### config.mk
export PLATFORM = sky130hd
export DESIGN_NAME = weight_rotator_top
export DESIGN_NICKNAME = d
export VERILOG_FILES = /design/src/common/rot_pkg.sv /design/src/common/ram_if.sv /design/src/weight_rotator_top.sv /design/src/weight_rotator/bank_arbiter.sv /design/src/weight_rotator/weight_ram.sv /design/src/weight_rotator/weight_reader.sv /design/src/weight_rotator/weight_writer.sv
export SDC_FILE = /design/constraint.sdc
export NUM_CORES = 2
export LEC_CHECK = 0
export ABC_AREA = 1
export BUFFER_PORTS_ARGS = -buffer_cell sky130_fd_sc_hd__buf_2
export CORE_MARGIN = 3
export CORE_UTILIZATION = 45
export DETAILED_ROUTE_END_ITERATION = 10
export SKIP_LAST_GASP = 1
export SYNTH_ARGS = -nofsm -noshare
export SYNTH_HDL_FRONTEND = slang
export SYNTH_HIERARCHICAL = 1
export SYNTH_SLANG_ARGS = --single-unit
### constraint.sdc
create_clock -name aclk -period 5.9 [get_ports aclk]
set_clock_uncertainty 0.15 [all_clocks]
set_input_delay 0.885 -clock aclk [delete_from_list [all_inputs] [get_ports aclk]]
set_output_delay 0.885 -clock aclk [all_outputs]
set_load 0.03 [all_outputs]
### src/common/rot_pkg.sv
package rot_pkg;

  //##################################################
  // sizes
  //##################################################

  localparam int word_width = 8;
  localparam int cores      = 2;
  localparam int kw_max     = 3;                      // kernel width
  localparam int beat_width = cores * kw_max * word_width;
  localparam int cin_max    = 8;
  localparam int depth_bank = 1 + 3 * cin_max;        // config beat + weights
  localparam int addr_width = $clog2(depth_bank) + 1; // top bit selects the bank

  localparam int cfg_bits = 17;

  //##################################################
  // packet config and output sideband
  //##################################################

  typedef struct packed {
    logic [beat_width-cfg_bits-1:0] pad;
    logic [3:0]                     blocks_1;
    logic [7:0]                     cols_1;
    logic [2:0]                     cin_1;
    logic [1:0]                     k_1;  // 0 or 2
  } rot_cfg_t;

  // first beat of a packet is read as cfg, the rest as data
  typedef union packed {
    logic [beat_width-1:0] data;
    rot_cfg_t              cfg;
  } rot_beat_u;

  typedef struct packed {
    logic is_1x1;
    logic is_cin_last;
    logic is_col_last;
  } rot_user_t;

endpackage

### src/common/ram_if.sv
interface ram_if;

  logic                              req;
  logic                              we;
  logic [rot_pkg::addr_width-1:0]    addr;
  logic [rot_pkg::beat_width-1:0]    wdata;
  logic                              gnt;   // same cycle as req
  logic [rot_pkg::beat_width-1:0]    rdata; // one cycle after a granted read

  modport requester (
    output req,
    output we,
    output addr,
    output wdata,
    input  gnt,
    input  rdata
  );

  modport arbiter (
    input  req,
    input  we,
    input  addr,
    input  wdata,
    output gnt,
    output rdata
  );

endinterface

### src/weight_rotator_top.sv
module weight_rotator_top #(
  parameter int cin_max = rot_pkg::cin_max,
  parameter int credits = 2
) (
  input  logic                           aclk,
  input  logic                           rst_n,
  input  logic [rot_pkg::beat_width-1:0] s_tdata,
  input  logic                           s_tvalid,
  output logic                           s_tready,
  input  logic                           s_tlast,
  output logic [rot_pkg::beat_width-1:0] m_tdata,
  output rot_pkg::rot_user_t             m_tuser,
  output logic                           m_tvalid,
  input  logic                           m_tready,
  output logic                           m_tlast
);

  logic [1:0] full;
  logic [1:0] bank_release;

  ram_if wr_if ();
  ram_if rd_if ();
  ram_if mem_if ();

  weight_writer #(.cin_max(cin_max)) u_writer (
    .aclk         (aclk),
    .rst_n        (rst_n),
    .s_tdata      (s_tdata),
    .s_tvalid     (s_tvalid),
    .s_tlast      (s_tlast),
    .s_tready     (s_tready),
    .mem          (wr_if),
    .bank_release (bank_release),
    .full         (full)
  );

  weight_reader #(.credits(credits)) u_reader (
    .aclk         (aclk),
    .rst_n        (rst_n),
    .mem          (rd_if),
    .full         (full),
    .bank_release (bank_release),
    .m_tdata      (m_tdata),
    .m_tuser      (m_tuser),
    .m_tvalid     (m_tvalid),
    .m_tready     (m_tready),
    .m_tlast      (m_tlast)
  );

  bank_arbiter u_arbiter (
    .aclk  (aclk),
    .rst_n (rst_n),
    .wr    (wr_if),
    .rd    (rd_if),
    .mem   (mem_if)
  );

  weight_ram #(.cin_max(cin_max)) u_ram (
    .aclk (aclk),
    .mem  (mem_if)
  );

endmodule

### src/weight_rotator/bank_arbiter.sv
module bank_arbiter (
  input  logic     aclk,
  input  logic     rst_n,
  ram_if.arbiter   wr,
  ram_if.arbiter   rd,
  ram_if.requester mem
);

  logic prio_rd; // reader wins the next contested cycle
  logic sel_wr;
  logic gnt_wr;
  logic gnt_rd;

  // selection does not look at mem.gnt, so the RAM may depend on we/addr
  assign sel_wr = wr.req && (!rd.req || !prio_rd);
  assign gnt_wr = mem.gnt && sel_wr;
  assign gnt_rd = mem.gnt && rd.req && !sel_wr;

  assign wr.gnt = gnt_wr;
  assign rd.gnt = gnt_rd;

  assign mem.req   = wr.req || rd.req;
  assign mem.we    = sel_wr ? wr.we : rd.we;
  assign mem.addr  = sel_wr ? wr.addr : rd.addr;
  assign mem.wdata = sel_wr ? wr.wdata : rd.wdata;

  assign rd.rdata = mem.rdata;
  assign wr.rdata = '0; // writer never reads

  always_ff @(posedge aclk) begin
    if (!rst_n) begin
      prio_rd <= 1'b0;
    end else if (gnt_wr) begin
      prio_rd <= 1'b1;
    end else if (gnt_rd) begin
      prio_rd <= 1'b0;
    end
  end

  a_one_grant: assert property (@(posedge aclk) disable iff (!rst_n)
    !(wr.gnt && rd.gnt));

endmodule

### src/weight_rotator/weight_ram.sv
module weight_ram #(
  parameter int cin_max = rot_pkg::cin_max
) (
  input logic    aclk,
  ram_if.arbiter mem
);

  localparam int depth     = 1 + 3 * cin_max;
  localparam int off_width = rot_pkg::addr_width - 1;
  localparam int idx_width = $clog2(2 * depth);

  logic [rot_pkg::beat_width-1:0] ram [2 * depth];
  logic [rot_pkg::beat_width-1:0] rdata_q;
  logic [off_width-1:0]           off;
  logic [idx_width-1:0]           idx;

  // bank 1 sits right after bank 0
  assign off = mem.addr[off_width-1:0];
  assign idx = mem.addr[rot_pkg::addr_width-1] ? idx_width'(depth) + idx_width'(off)
                                               : idx_width'(off);

  assign mem.gnt   = 1'b1;
  assign mem.rdata = rdata_q;

  always_ff @(posedge aclk) begin
    if (mem.req) begin
      if (mem.we) begin
        ram[idx] <= mem.wdata;
      end else begin
        rdata_q <= ram[idx]; // one cycle read latency
      end
    end
  end

endmodule

### src/weight_rotator/weight_reader.sv
module weight_reader #(
  parameter int credits = 2
) (
  input  logic                           aclk,
  input  logic                           rst_n,
  ram_if.requester                       mem,
  input  logic [1:0]                     full,
  output logic [1:0]                     bank_release,
  output logic [rot_pkg::beat_width-1:0] m_tdata,
  output rot_pkg::rot_user_t             m_tuser,
  output logic                           m_tvalid,
  input  logic                           m_tready,
  output logic                           m_tlast
);

  localparam int off_width = rot_pkg::addr_width - 1;
  localparam int cnt_width = $clog2(credits + 1);
  localparam int ptr_width = (credits > 1) ? $clog2(credits) : 1;

  localparam logic [1:0] st_idle = 2'd0;
  localparam logic [1:0] st_cfg  = 2'd1; // config read issued
  localparam logic [1:0] st_wait = 2'd2; // config data on rdata
  localparam logic [1:0] st_run  = 2'd3;

  logic [1:0]           state;
  logic                 bank;
  rot_pkg::rot_cfg_t    cfg;
  rot_pkg::rot_beat_u   rd_word;
  logic [off_width-1:0] off;
  logic [off_width-1:0] rd_off;
  logic [1:0]           row;
  logic [2:0]           ch;
  logic [7:0]           col;
  logic [3:0]           blk;
  logic [cnt_width-1:0] credit;
  logic                 rd_go;
  logic                 last_row;
  logic                 last_ch;
  logic                 last_col;
  logic                 last_all;
  logic                 pop;
  rot_pkg::rot_user_t   cur_user;
  logic                 tag_vld;
  logic                 tag_last;
  rot_pkg::rot_user_t   tag_user;

  logic [rot_pkg::beat_width-1:0] fifo_data [credits];
  rot_pkg::rot_user_t             fifo_user [credits];
  logic                           fifo_last [credits];
  logic [ptr_width-1:0]           wr_ptr;
  logic [ptr_width-1:0]           rd_ptr;
  logic [cnt_width-1:0]           fifo_cnt;

  function automatic logic [ptr_width-1:0] ptr_next(input logic [ptr_width-1:0] p);
    return (p == ptr_width'(credits - 1)) ? '0 : p + 1'b1;
  endfunction

  //##################################################
  // read side
  //##################################################

  assign rd_word   = mem.rdata;
  assign rd_off    = (state == st_run) ? off : '0;
  assign mem.req   = (state == st_cfg) || (state == st_run && credit != '0);
  assign mem.we    = 1'b0;
  assign mem.addr  = {bank, rd_off};
  assign mem.wdata = '0;
  assign rd_go     = mem.req && mem.gnt && state == st_run;

  assign last_row = row == cfg.k_1;
  assign last_ch  = ch == cfg.cin_1;
  assign last_col = col == cfg.cols_1;
  assign last_all = last_row && last_ch && last_col && blk == cfg.blocks_1;

  assign cur_user.is_1x1      = cfg.k_1 == '0;
  assign cur_user.is_cin_last = last_ch;
  assign cur_user.is_col_last = last_col;

  always_ff @(posedge aclk) begin
    if (!rst_n) begin
      state        <= st_idle;
      bank         <= 1'b0;
      bank_release <= 2'b00;
    end else begin
      bank_release <= 2'b00;
      case (state)
        st_idle: if (full[bank]) state <= st_cfg;
        st_cfg:  if (mem.gnt) state <= st_wait;
        st_wait: state <= st_run;
        default: begin
          if (rd_go && last_all) begin
            state              <= st_idle;
            bank               <= ~bank;
            bank_release[bank] <= 1'b1; // final read of this bank is done
          end
        end
      endcase
    end
  end

  // block / column / channel / row counters
  always_ff @(posedge aclk) begin
    if (!rst_n) begin
      off <= '0;
      row <= '0;
      ch  <= '0;
      col <= '0;
      blk <= '0;
    end else if (state == st_wait) begin
      off <= off_width'(1);
      row <= '0;
      ch  <= '0;
      col <= '0;
      blk <= '0;
    end else if (rd_go) begin
      off <= (last_row && last_ch) ? off_width'(1) : off + 1'b1; // replay the set
      if (!last_row) begin
        row <= row + 1'b1;
      end else begin
        row <= '0;
        if (!last_ch) begin
          ch <= ch + 1'b1;
        end else begin
          ch <= '0;
          if (!last_col) begin
            col <= col + 1'b1;
          end else begin
            col <= '0;
            blk <= blk + 1'b1;
          end
        end
      end
    end
  end

  always_ff @(posedge aclk) begin
    if (state == st_wait) cfg <= rd_word.cfg;
    tag_user <= cur_user;
    tag_last <= last_all;
  end

  //##################################################
  // credits and output FIFO
  //##################################################

  assign pop = m_tvalid && m_tready;

  always_ff @(posedge aclk) begin
    if (!rst_n) begin
      credit   <= cnt_width'(credits);
      tag_vld  <= 1'b0;
      wr_ptr   <= '0;
      rd_ptr   <= '0;
      fifo_cnt <= '0;
    end else begin
      credit   <= credit - cnt_width'(rd_go) + cnt_width'(pop);
      tag_vld  <= rd_go;
      fifo_cnt <= fifo_cnt + cnt_width'(tag_vld) - cnt_width'(pop);
      if (tag_vld) wr_ptr <= ptr_next(wr_ptr);
      if (pop) rd_ptr <= ptr_next(rd_ptr);
    end
  end

  always_ff @(posedge aclk) begin
    if (tag_vld) begin
      fifo_data[wr_ptr] <= mem.rdata;
      fifo_user[wr_ptr] <= tag_user;
      fifo_last[wr_ptr] <= tag_last;
    end
  end

  assign m_tvalid = fifo_cnt != '0;
  assign m_tdata  = fifo_data[rd_ptr];
  assign m_tuser  = fifo_user[rd_ptr];
  assign m_tlast  = fifo_last[rd_ptr];

  a_credit_max: assert property (@(posedge aclk) disable iff (!rst_n)
    credit <= cnt_width'(credits));

  a_hold_data: assert property (@(posedge aclk) disable iff (!rst_n)
    m_tvalid && !m_tready |=> m_tvalid && $stable(m_tdata));

endmodule

### src/weight_rotator/weight_writer.sv
module weight_writer #(
  parameter int cin_max = rot_pkg::cin_max
) (
  input  logic               aclk,
  input  logic               rst_n,
  input  rot_pkg::rot_beat_u s_tdata,
  input  logic               s_tvalid,
  input  logic               s_tlast,
  output logic               s_tready,
  ram_if.requester           mem,
  input  logic [1:0]         bank_release,
  output logic [1:0]         full
);

  localparam int depth     = 1 + 3 * cin_max;
  localparam int off_width = rot_pkg::addr_width - 1;

  logic                 bank;     // bank being filled
  logic [off_width-1:0] off;
  logic [off_width-1:0] last_off; // offset of the final weight beat
  logic [off_width-1:0] n_row;
  logic [off_width-1:0] n_ch;
  logic                 wr_go;
  logic [1:0]           set_full;

  // beat counts taken from the config view of the first beat
  assign n_row = off_width'(s_tdata.cfg.k_1) + 1'b1;
  assign n_ch  = off_width'(s_tdata.cfg.cin_1) + 1'b1;

  assign mem.req   = s_tvalid && !full[bank];
  assign mem.we    = 1'b1;
  assign mem.addr  = {bank, off};
  assign mem.wdata = s_tdata;
  assign s_tready  = mem.gnt;

  assign wr_go    = mem.req && mem.gnt;
  assign set_full = (wr_go && s_tlast) ? (bank ? 2'b10 : 2'b01) : 2'b00;

  always_ff @(posedge aclk) begin
    if (!rst_n) begin
      bank <= 1'b0;
      off  <= '0;
      full <= 2'b00;
    end else begin
      full <= (full | set_full) & ~bank_release;
      if (wr_go) begin
        if (s_tlast) begin
          bank <= ~bank; // next packet goes to the other bank
          off  <= '0;
        end else begin
          off <= off + 1'b1;
        end
      end
    end
  end

  always_ff @(posedge aclk) begin
    if (wr_go && off == '0) begin
      last_off <= n_row * n_ch;
    end
  end

  //##################################################
  // checks
  //##################################################

  // an accepted input beat always lands in a free bank
  a_no_write_full: assert property (@(posedge aclk) disable iff (!rst_n)
    s_tvalid && s_tready |-> !full[bank]);

  // tlast has to land on the beat count announced by the config
  a_tlast_count: assert property (@(posedge aclk) disable iff (!rst_n)
    wr_go && off != '0 |-> s_tlast == (off == last_off));

  a_in_bank: assert property (@(posedge aclk) disable iff (!rst_n)
    wr_go |-> int'(off) < depth);

endmodule
Word level (Yosys, flattened, before mapping). Memory sizes are Yosys's and may differ from the RTL's. A register that Yosys moved wholly into a read port is not among the register bits. Index checks and enable logic that the tools add are counted.

Bits of input ports: 53. Register bits: 64. Memories kept: 4. RAM bits: 2504. Word-level logic and storage cells: 141. Output and inout bits: 54.

Reductions and logical operators: 38. Eq/ne operators: 9. $lt $le $gt $ge: 3. Bitwise logic cells: 9. $add $sub $neg: 13. Mux-type cells: 39.

Memories: u_ram.ram (depth 50, width 48, rd ports 1, clocked after Yosys merged registers in 1, write ports 1, line weight_ram.sv:12) `logic [rot_pkg::beat_width-1:0] ram [2 * depth];`; u_reader.fifo_data (depth 2, width 48, rd ports 1, clocked after Yosys merged registers in 1, write ports 1, line weight_reader.sv:47) `logic [rot_pkg::beat_width-1:0] fifo_data [credits];`; u_reader.fifo_user (depth 2, width 3, rd ports 1, clocked after Yosys merged registers in 1, write ports 1, line weight_reader.sv:48) `rot_pkg::rot_user_t fifo_user [credits];`; u_reader.fifo_last (depth 2, width 1, rd ports 1, clocked after Yosys merged registers in 1, write ports 1, line weight_reader.sv:49) `logic fifo_last [credits];`.

Operators with widths (number): $mux W48 (1); $mux W1 (23); $mux W5 (3); $logic_and A1 B1 Y1 (14); $mux W2 (6); $mux W6 (2); $add A5 B1 Y5 const B (2); $add A8 B1 Y8 const B (1); $eq A8 B8 Y1 (1); $mux W8 (1); $reduce_and A2 Y1 (4); $reduce_bool A2 Y1 (4); $add A5 B5 Y6 const A (1); $not A1 Y1 (6); $pmux W2 S3 (1); $reduce_and A3 Y1 (2); $reduce_or A5 Y1 (1); $add A2 B1 Y2 (2); $add A4 B1 Y4 const B (1); $eq A2 B2 Y1 const B (2); $eq A4 B4 Y1 (1); $logic_not A1 Y1 (4); $logic_not A2 Y1 (2); $lt A1 B2 Y1 const B (2); other kinds (19) (24).

Logic depth before layout (Yosys ltp).
Depth in word-level cells: 13. Gate-level depth with buffers: 25. Mapped depth without buffers: 21.

Hierarchy. Netlist, hierarchy kept.

Modules (own cells, without submodules): weight_ram (area each 100118.5 µm², instances 1, cells each 9081, seq. area each 73510.5 µm²); weight_reader (area each 6824.0 µm², instances 1, cells each 531, seq. area each 4414.2 µm²); bank_arbiter (area each 1541.5 µm², instances 1, cells each 286, seq. area each 20.0 µm²); weight_writer (area each 824.5 µm², instances 1, cells each 114, seq. area each 160.2 µm²).

Worst setup path after synthesis. No wires, ideal clock.

Kind: input port to flip-flop. Start: input s_tvalid. End: memory u_ram/ram[0][0] (netlist bit), enable pin. Stages on the path: 17. Setup time: 454 ps. Slack: 583 ps. Data required time: 5296 ps. Arrival time: 4713 ps. Path through: nand2_2 nor2_4 nand2_2 inv_2 buf_6 nand2_1 nand2_1 buf_4 inv_2 nand2_4 nand2_1 buf_4 buf_2 buf_2 nor2_1 nand2_1 nor2_1.

Elaborated cells on any way between the ends: 10. Classes of those cells: 1 x add/sub; 6 x mux; 3 x reduce/logical.

RTL lines: start, declared (line weight_rotator_top.sv:8) `input logic s_tvalid,`; $logic_and A1 B1 Y1 * (line weight_writer.sv:30) `assign mem.req = s_tvalid && !full[bank];`; via wr_if.req (line ram_if.sv:3) `logic req;`; $logic_and A1 B1 Y1 * (line bank_arbiter.sv:15) `assign sel_wr = wr.req && (!rd.req || !prio_rd);`; $mux W6 * (line bank_arbiter.sv:24) `assign mem.addr = sel_wr ? wr.addr : rd.addr;`; via mem_if.addr (one bit) (line ram_if.sv:5) `logic [rot_pkg::addr_width-1:0] addr;`; $add A5 B5 Y6 (line weight_ram.sv:19) `assign idx = mem.addr[rot_pkg::addr_width-1] ? idx_width'(depth) + idx_width'(off)`; $mux W6 * (line weight_ram.sv:19); end, declared (line weight_ram.sv:12).

Mark *: on every way through the listed nets, which the timed path passes. The rest lies on a longest branch.

Final worst setup path.
Start: register u_reader.state[1]. End: register u_ram.rdata_q (netlist bit u_ram/mem.rdata[5]) (read register of u_ram.ram) (data pin).

Elaborated cells on any way between the ends: 15. Classes of those cells: 1 x add/sub; 2 x eq/ne; 4 x mux; 1 x bitwise; 7 x reduce/logical.

RTL lines: start, declared (line weight_reader.sv:25) `logic [1:0] state;`; start signal, assigned (line weight_reader.sv:81) `state <= st_idle;`; start signal, assigned (line weight_reader.sv:87) `st_idle: if (full[bank]) state <= st_cfg;`; start signal, assigned (line weight_reader.sv:88) `st_cfg: if (mem.gnt) state <= st_wait;`; $eq A2 B2 Y1 (line weight_reader.sv:64) `assign mem.req = (state == st_cfg) || (state == st_run && credit != '0);`; $logic_and A1 B1 Y1 (line weight_reader.sv:64); $logic_or A1 B1 Y1 * (line weight_reader.sv:64); via rd_if.req (line ram_if.sv:3); $logic_not A1 Y1 * (line bank_arbiter.sv:15); $logic_or A1 B1 Y1 * (line bank_arbiter.sv:15); $logic_and A1 B1 Y1 * (line bank_arbiter.sv:15); $mux W6 * (line bank_arbiter.sv:24); via mem_if.addr (one bit) (line ram_if.sv:5); $mux W6 * (line weight_ram.sv:19); end, declared (line weight_ram.sv:13) `logic [rot_pkg::beat_width-1:0] rdata_q;`.

Marks and branches as above. A chain may end at the register's enable or synchronous reset.

==> flow_summary_export.csv <==
group,metric,value,unit
layout,utilization,50.71,%
worst_hold_path,hp-class,"in2reg",
timing,fin_crit,5259,ps
routing,drc,0,
floorplan,die_y,498.0,um
clock_tree,cts_tree,"yes",
global_route,grt_pass1_wl,480.9,mm
routing,drt_pass1_iterations,7,
timing,setup_ws,641.4,ps
worst_hold_path,holdPathStages,4,
critical_path,rr_endpoint,"u_ram/mem.rdata[5]$_DFFE_PP_",
routing,drtAntennaViolNets,0,
synth,yosysWarnings,6,
layout,area_growth,11.44,%
floorplan,rows,179,
clock_tree,cts_hold_buffers,0,
routing,drtIter0Drc,9438,
critical_path,worstPathRequired,6550,ps
clock_tree,ctsResizeCount,0,
clock_tree,cts_root_buffer,"clkbuf_16",
routing,viasPerCell,5.549,
placement,io_buffer_count,106,
clock_tree,cts_made_buffers,282,
placement,dp_slack,412.5,ps
critical_path,startpoint_type,"flop",
clock_tree,insertion_delay,940,ps
critical_path,critPathMaxFanout,181,
floorplan,dieArea,248000,sq um
layout,multi_input_area,27570,sq um
global_route,antenna_found_initial,12,
global_route,grt_pass1_vias,69120,
critical_path,cp.arrival,5910,ps
timing,setup_tns,0,ps
layout,seqCellArea,78110,sq um
layout,layout.nets,10020,
placement,dp_hpwl,173.0,mm
clock_tree,clkTransAtPathRegs,60,ps
power_and_ir_drop,ir_worst_vdd,0.2006,mV
clock_tree,postCtsSetupBuffers,0,
timing,max_freq,190.2,MHz
global_route,grt_max_degree,182,
worst_hold_path,min_to,"u_writer/off[0]$_SDFFE_PN0N_",
run,drv_cap,0,
status,status,"finished clean",
floorplan,die-width,498.0,um
timing,final-hold-violation-count,0,
synth,avgSynthCellArea,10.93,sq um
worst_hold_path,hold_start,"s_tlast",
routing,drt_wl_total,333.1,mm
layout,fillers,20840,
critical_path,r2r_slack,640,ps
floorplan,core-area,239400,sq um
clock_tree,cts.sinks,2617,
synth,syn_area,108900,sq um
clock_tree,clockBufferDepth,4,
clock_tree,htree_levels,5,
placement,gp_congestion,0.8324,
power_and_ir_drop,power_leakage,47.92,nW
power_and_ir_drop,p_per_area,334.1,nW/um^2
floorplan,initial_core_util,45.50,%
global_route,grt_use_total,26.30,%
timing,fin_crit_sh,89.13,%
timing,worst_pin_slew,1186,ps
critical_path,path_class,"reg2reg",
floorplan,ios,107,
routing,avgRoutedWirePerCell,24.99,um
timing,finalSetupViolations,0,
layout,layout-drive-gt1-share,8.528,%
timing,rsz0062_at_grt,"false",
timing,hold_slack,153.1,ps
global_route,overflow,0,
critical_path,r2r_start,"u_reader/state[1]$_SDFFE_PN0P_",
timing,relSlewSlack,20.96,%
critical_path,worst-r2r-cell-count,22,
timing,final_max_slew_viol_count,0,
routing,vias,73950,
synth,netlist_instances,9963,
critical_path,cp-end-kind,"flop",
## layer usage
metal	part of all wire, %	vias to the layer above	GRT usage [%]
li1	-	33140	-
met1	41	36130	36.77
met2	45	4033	40.94
met3	11	650	5.297
met4	3.7	2	9.473
met5	0.0027	-	0
## stage by stage
| step | std cells | total power, W | cell area [sq um] |
|---|---|---|---|
| after floorplan | 10010 | 0.02318 | 109100 |
| after global placement | 12840 | 0.02414 | 112900 |
| after detailed placement | 12840 | 0.02420 | 112900 |
| after CTS | 13310 | 0.04074 | 121400 |
| after global routing | 13320 | 0.04175 | 121400 |
| final | 13330 | 0.04056 | 121400 |
## cell usage in the layout, fill, tap and decap left out, drive strengths merged, types with 2 or more instances in the layout
cell type     n
a21oi        22
a31oi         2
buf         334
bufinv       17
clkbuf      353
clkinv       93
clkinvlp      3
conb         51
dfxtp        48
diode        16
edfxtp     2569
ha           15
inv          96
mux2         52
nand2      5144
nand3       740
nand4        11
nor2        304
nor3          7
nor4          3
o21ai       253
or2           7
xnor2         9
xor2          7
## sequential cells by signal, indices dropped and copies added (netlist names), 2 cells and up, named ones only
signal                 count
u_reader/credit            2
u_reader/fifo_data        96
u_ram/ram               2400
u_reader/bank_release      2
u_reader/fifo_cnt          2
u_reader/row               2
u_reader/fifo_user         6
u_ram/mem.rdata           48
u_reader/off               5
u_writer/off               5
u_reader/blk               4
u_reader/ch                3
u_writer/full              2
u_reader/state             2
u_reader/fifo_last         2
u_reader/cfg              17
u_reader/col               8
u_reader/tag_user          3
## power by group
part | switching [W] | leakage (nW) | internal (W) | total, W
sequential | 0.000241 | 23.6 | 0.0211 | 0.0213
combinational | 0.00200 | 20.2 | 0.000551 | 0.00255
clock | 0.00706 | 4.15 | 0.00966 | 0.0167
total | 0.00930 | 47.9 | 0.0313 | 0.0406
## final cells by class
class | instances | share of cell area [%]
antenna | 16 | 0.03298
clock buffer | 353 | 6.144
clock inverter | 121 | 0.8358
inverter | 88 | 0.2803
multi-input combinational | 6630 | 22.71
sequential | 2617 | 64.33
tap | 3167 | 3.264
timing repair buffer | 334 | 2.403
## worst max path at each step
| stage | startpoint | endpoint | slack, ps | cells after the start |
|---|---|---|---|---|
| 6_report | u_reader/state[1]$_SDFFE_PN0P_ | u_ram/mem.rdata[5]$_DFFE_PP_ | 640 | 22 |
| 3_5_place_dp | s_tvalid | u_ram/mem.rdata[11]$_DFFE_PP_ | 410 | 20 |
| 2_1_floorplan | s_tvalid | u_ram/ram[0][0]$_DFFE_PP_ | 580 | 17 |
| 5_1_grt | u_reader/state[1]$_SDFFE_PN0P_ | u_ram/mem.rdata[5]$_DFFE_PP_ | 290 | 22 |
| 3_3_place_gp | s_tvalid | u_ram/mem.rdata[11]$_DFFE_PP_ | 490 | 20 |
| 4_1_cts | u_reader/state[1]$_SDFFE_PN0P_ | u_ram/mem.rdata[11]$_DFFE_PP_ | 670 | 22 |
## critical path, stage by stage (launching register included)
cell and delay (ps):
dfxtp_1 410, inv_1 100, ha_1 210, inv_1 120, nand2_4 90, nand2_1 110
nand2_2 90, inv_2 330, nand2_1 110, nand2_1 260, buf_4 270, inv_2 140
nand2_8 180, buf_12 630, buf_4 850, nand3_1 150, nand2_1 110, nand2_1 50
nand2_1 80, o21ai_1 80, nand2_1 200, nor2_1 60, nand2_1 80
Power figures use the tool's default switching activity.
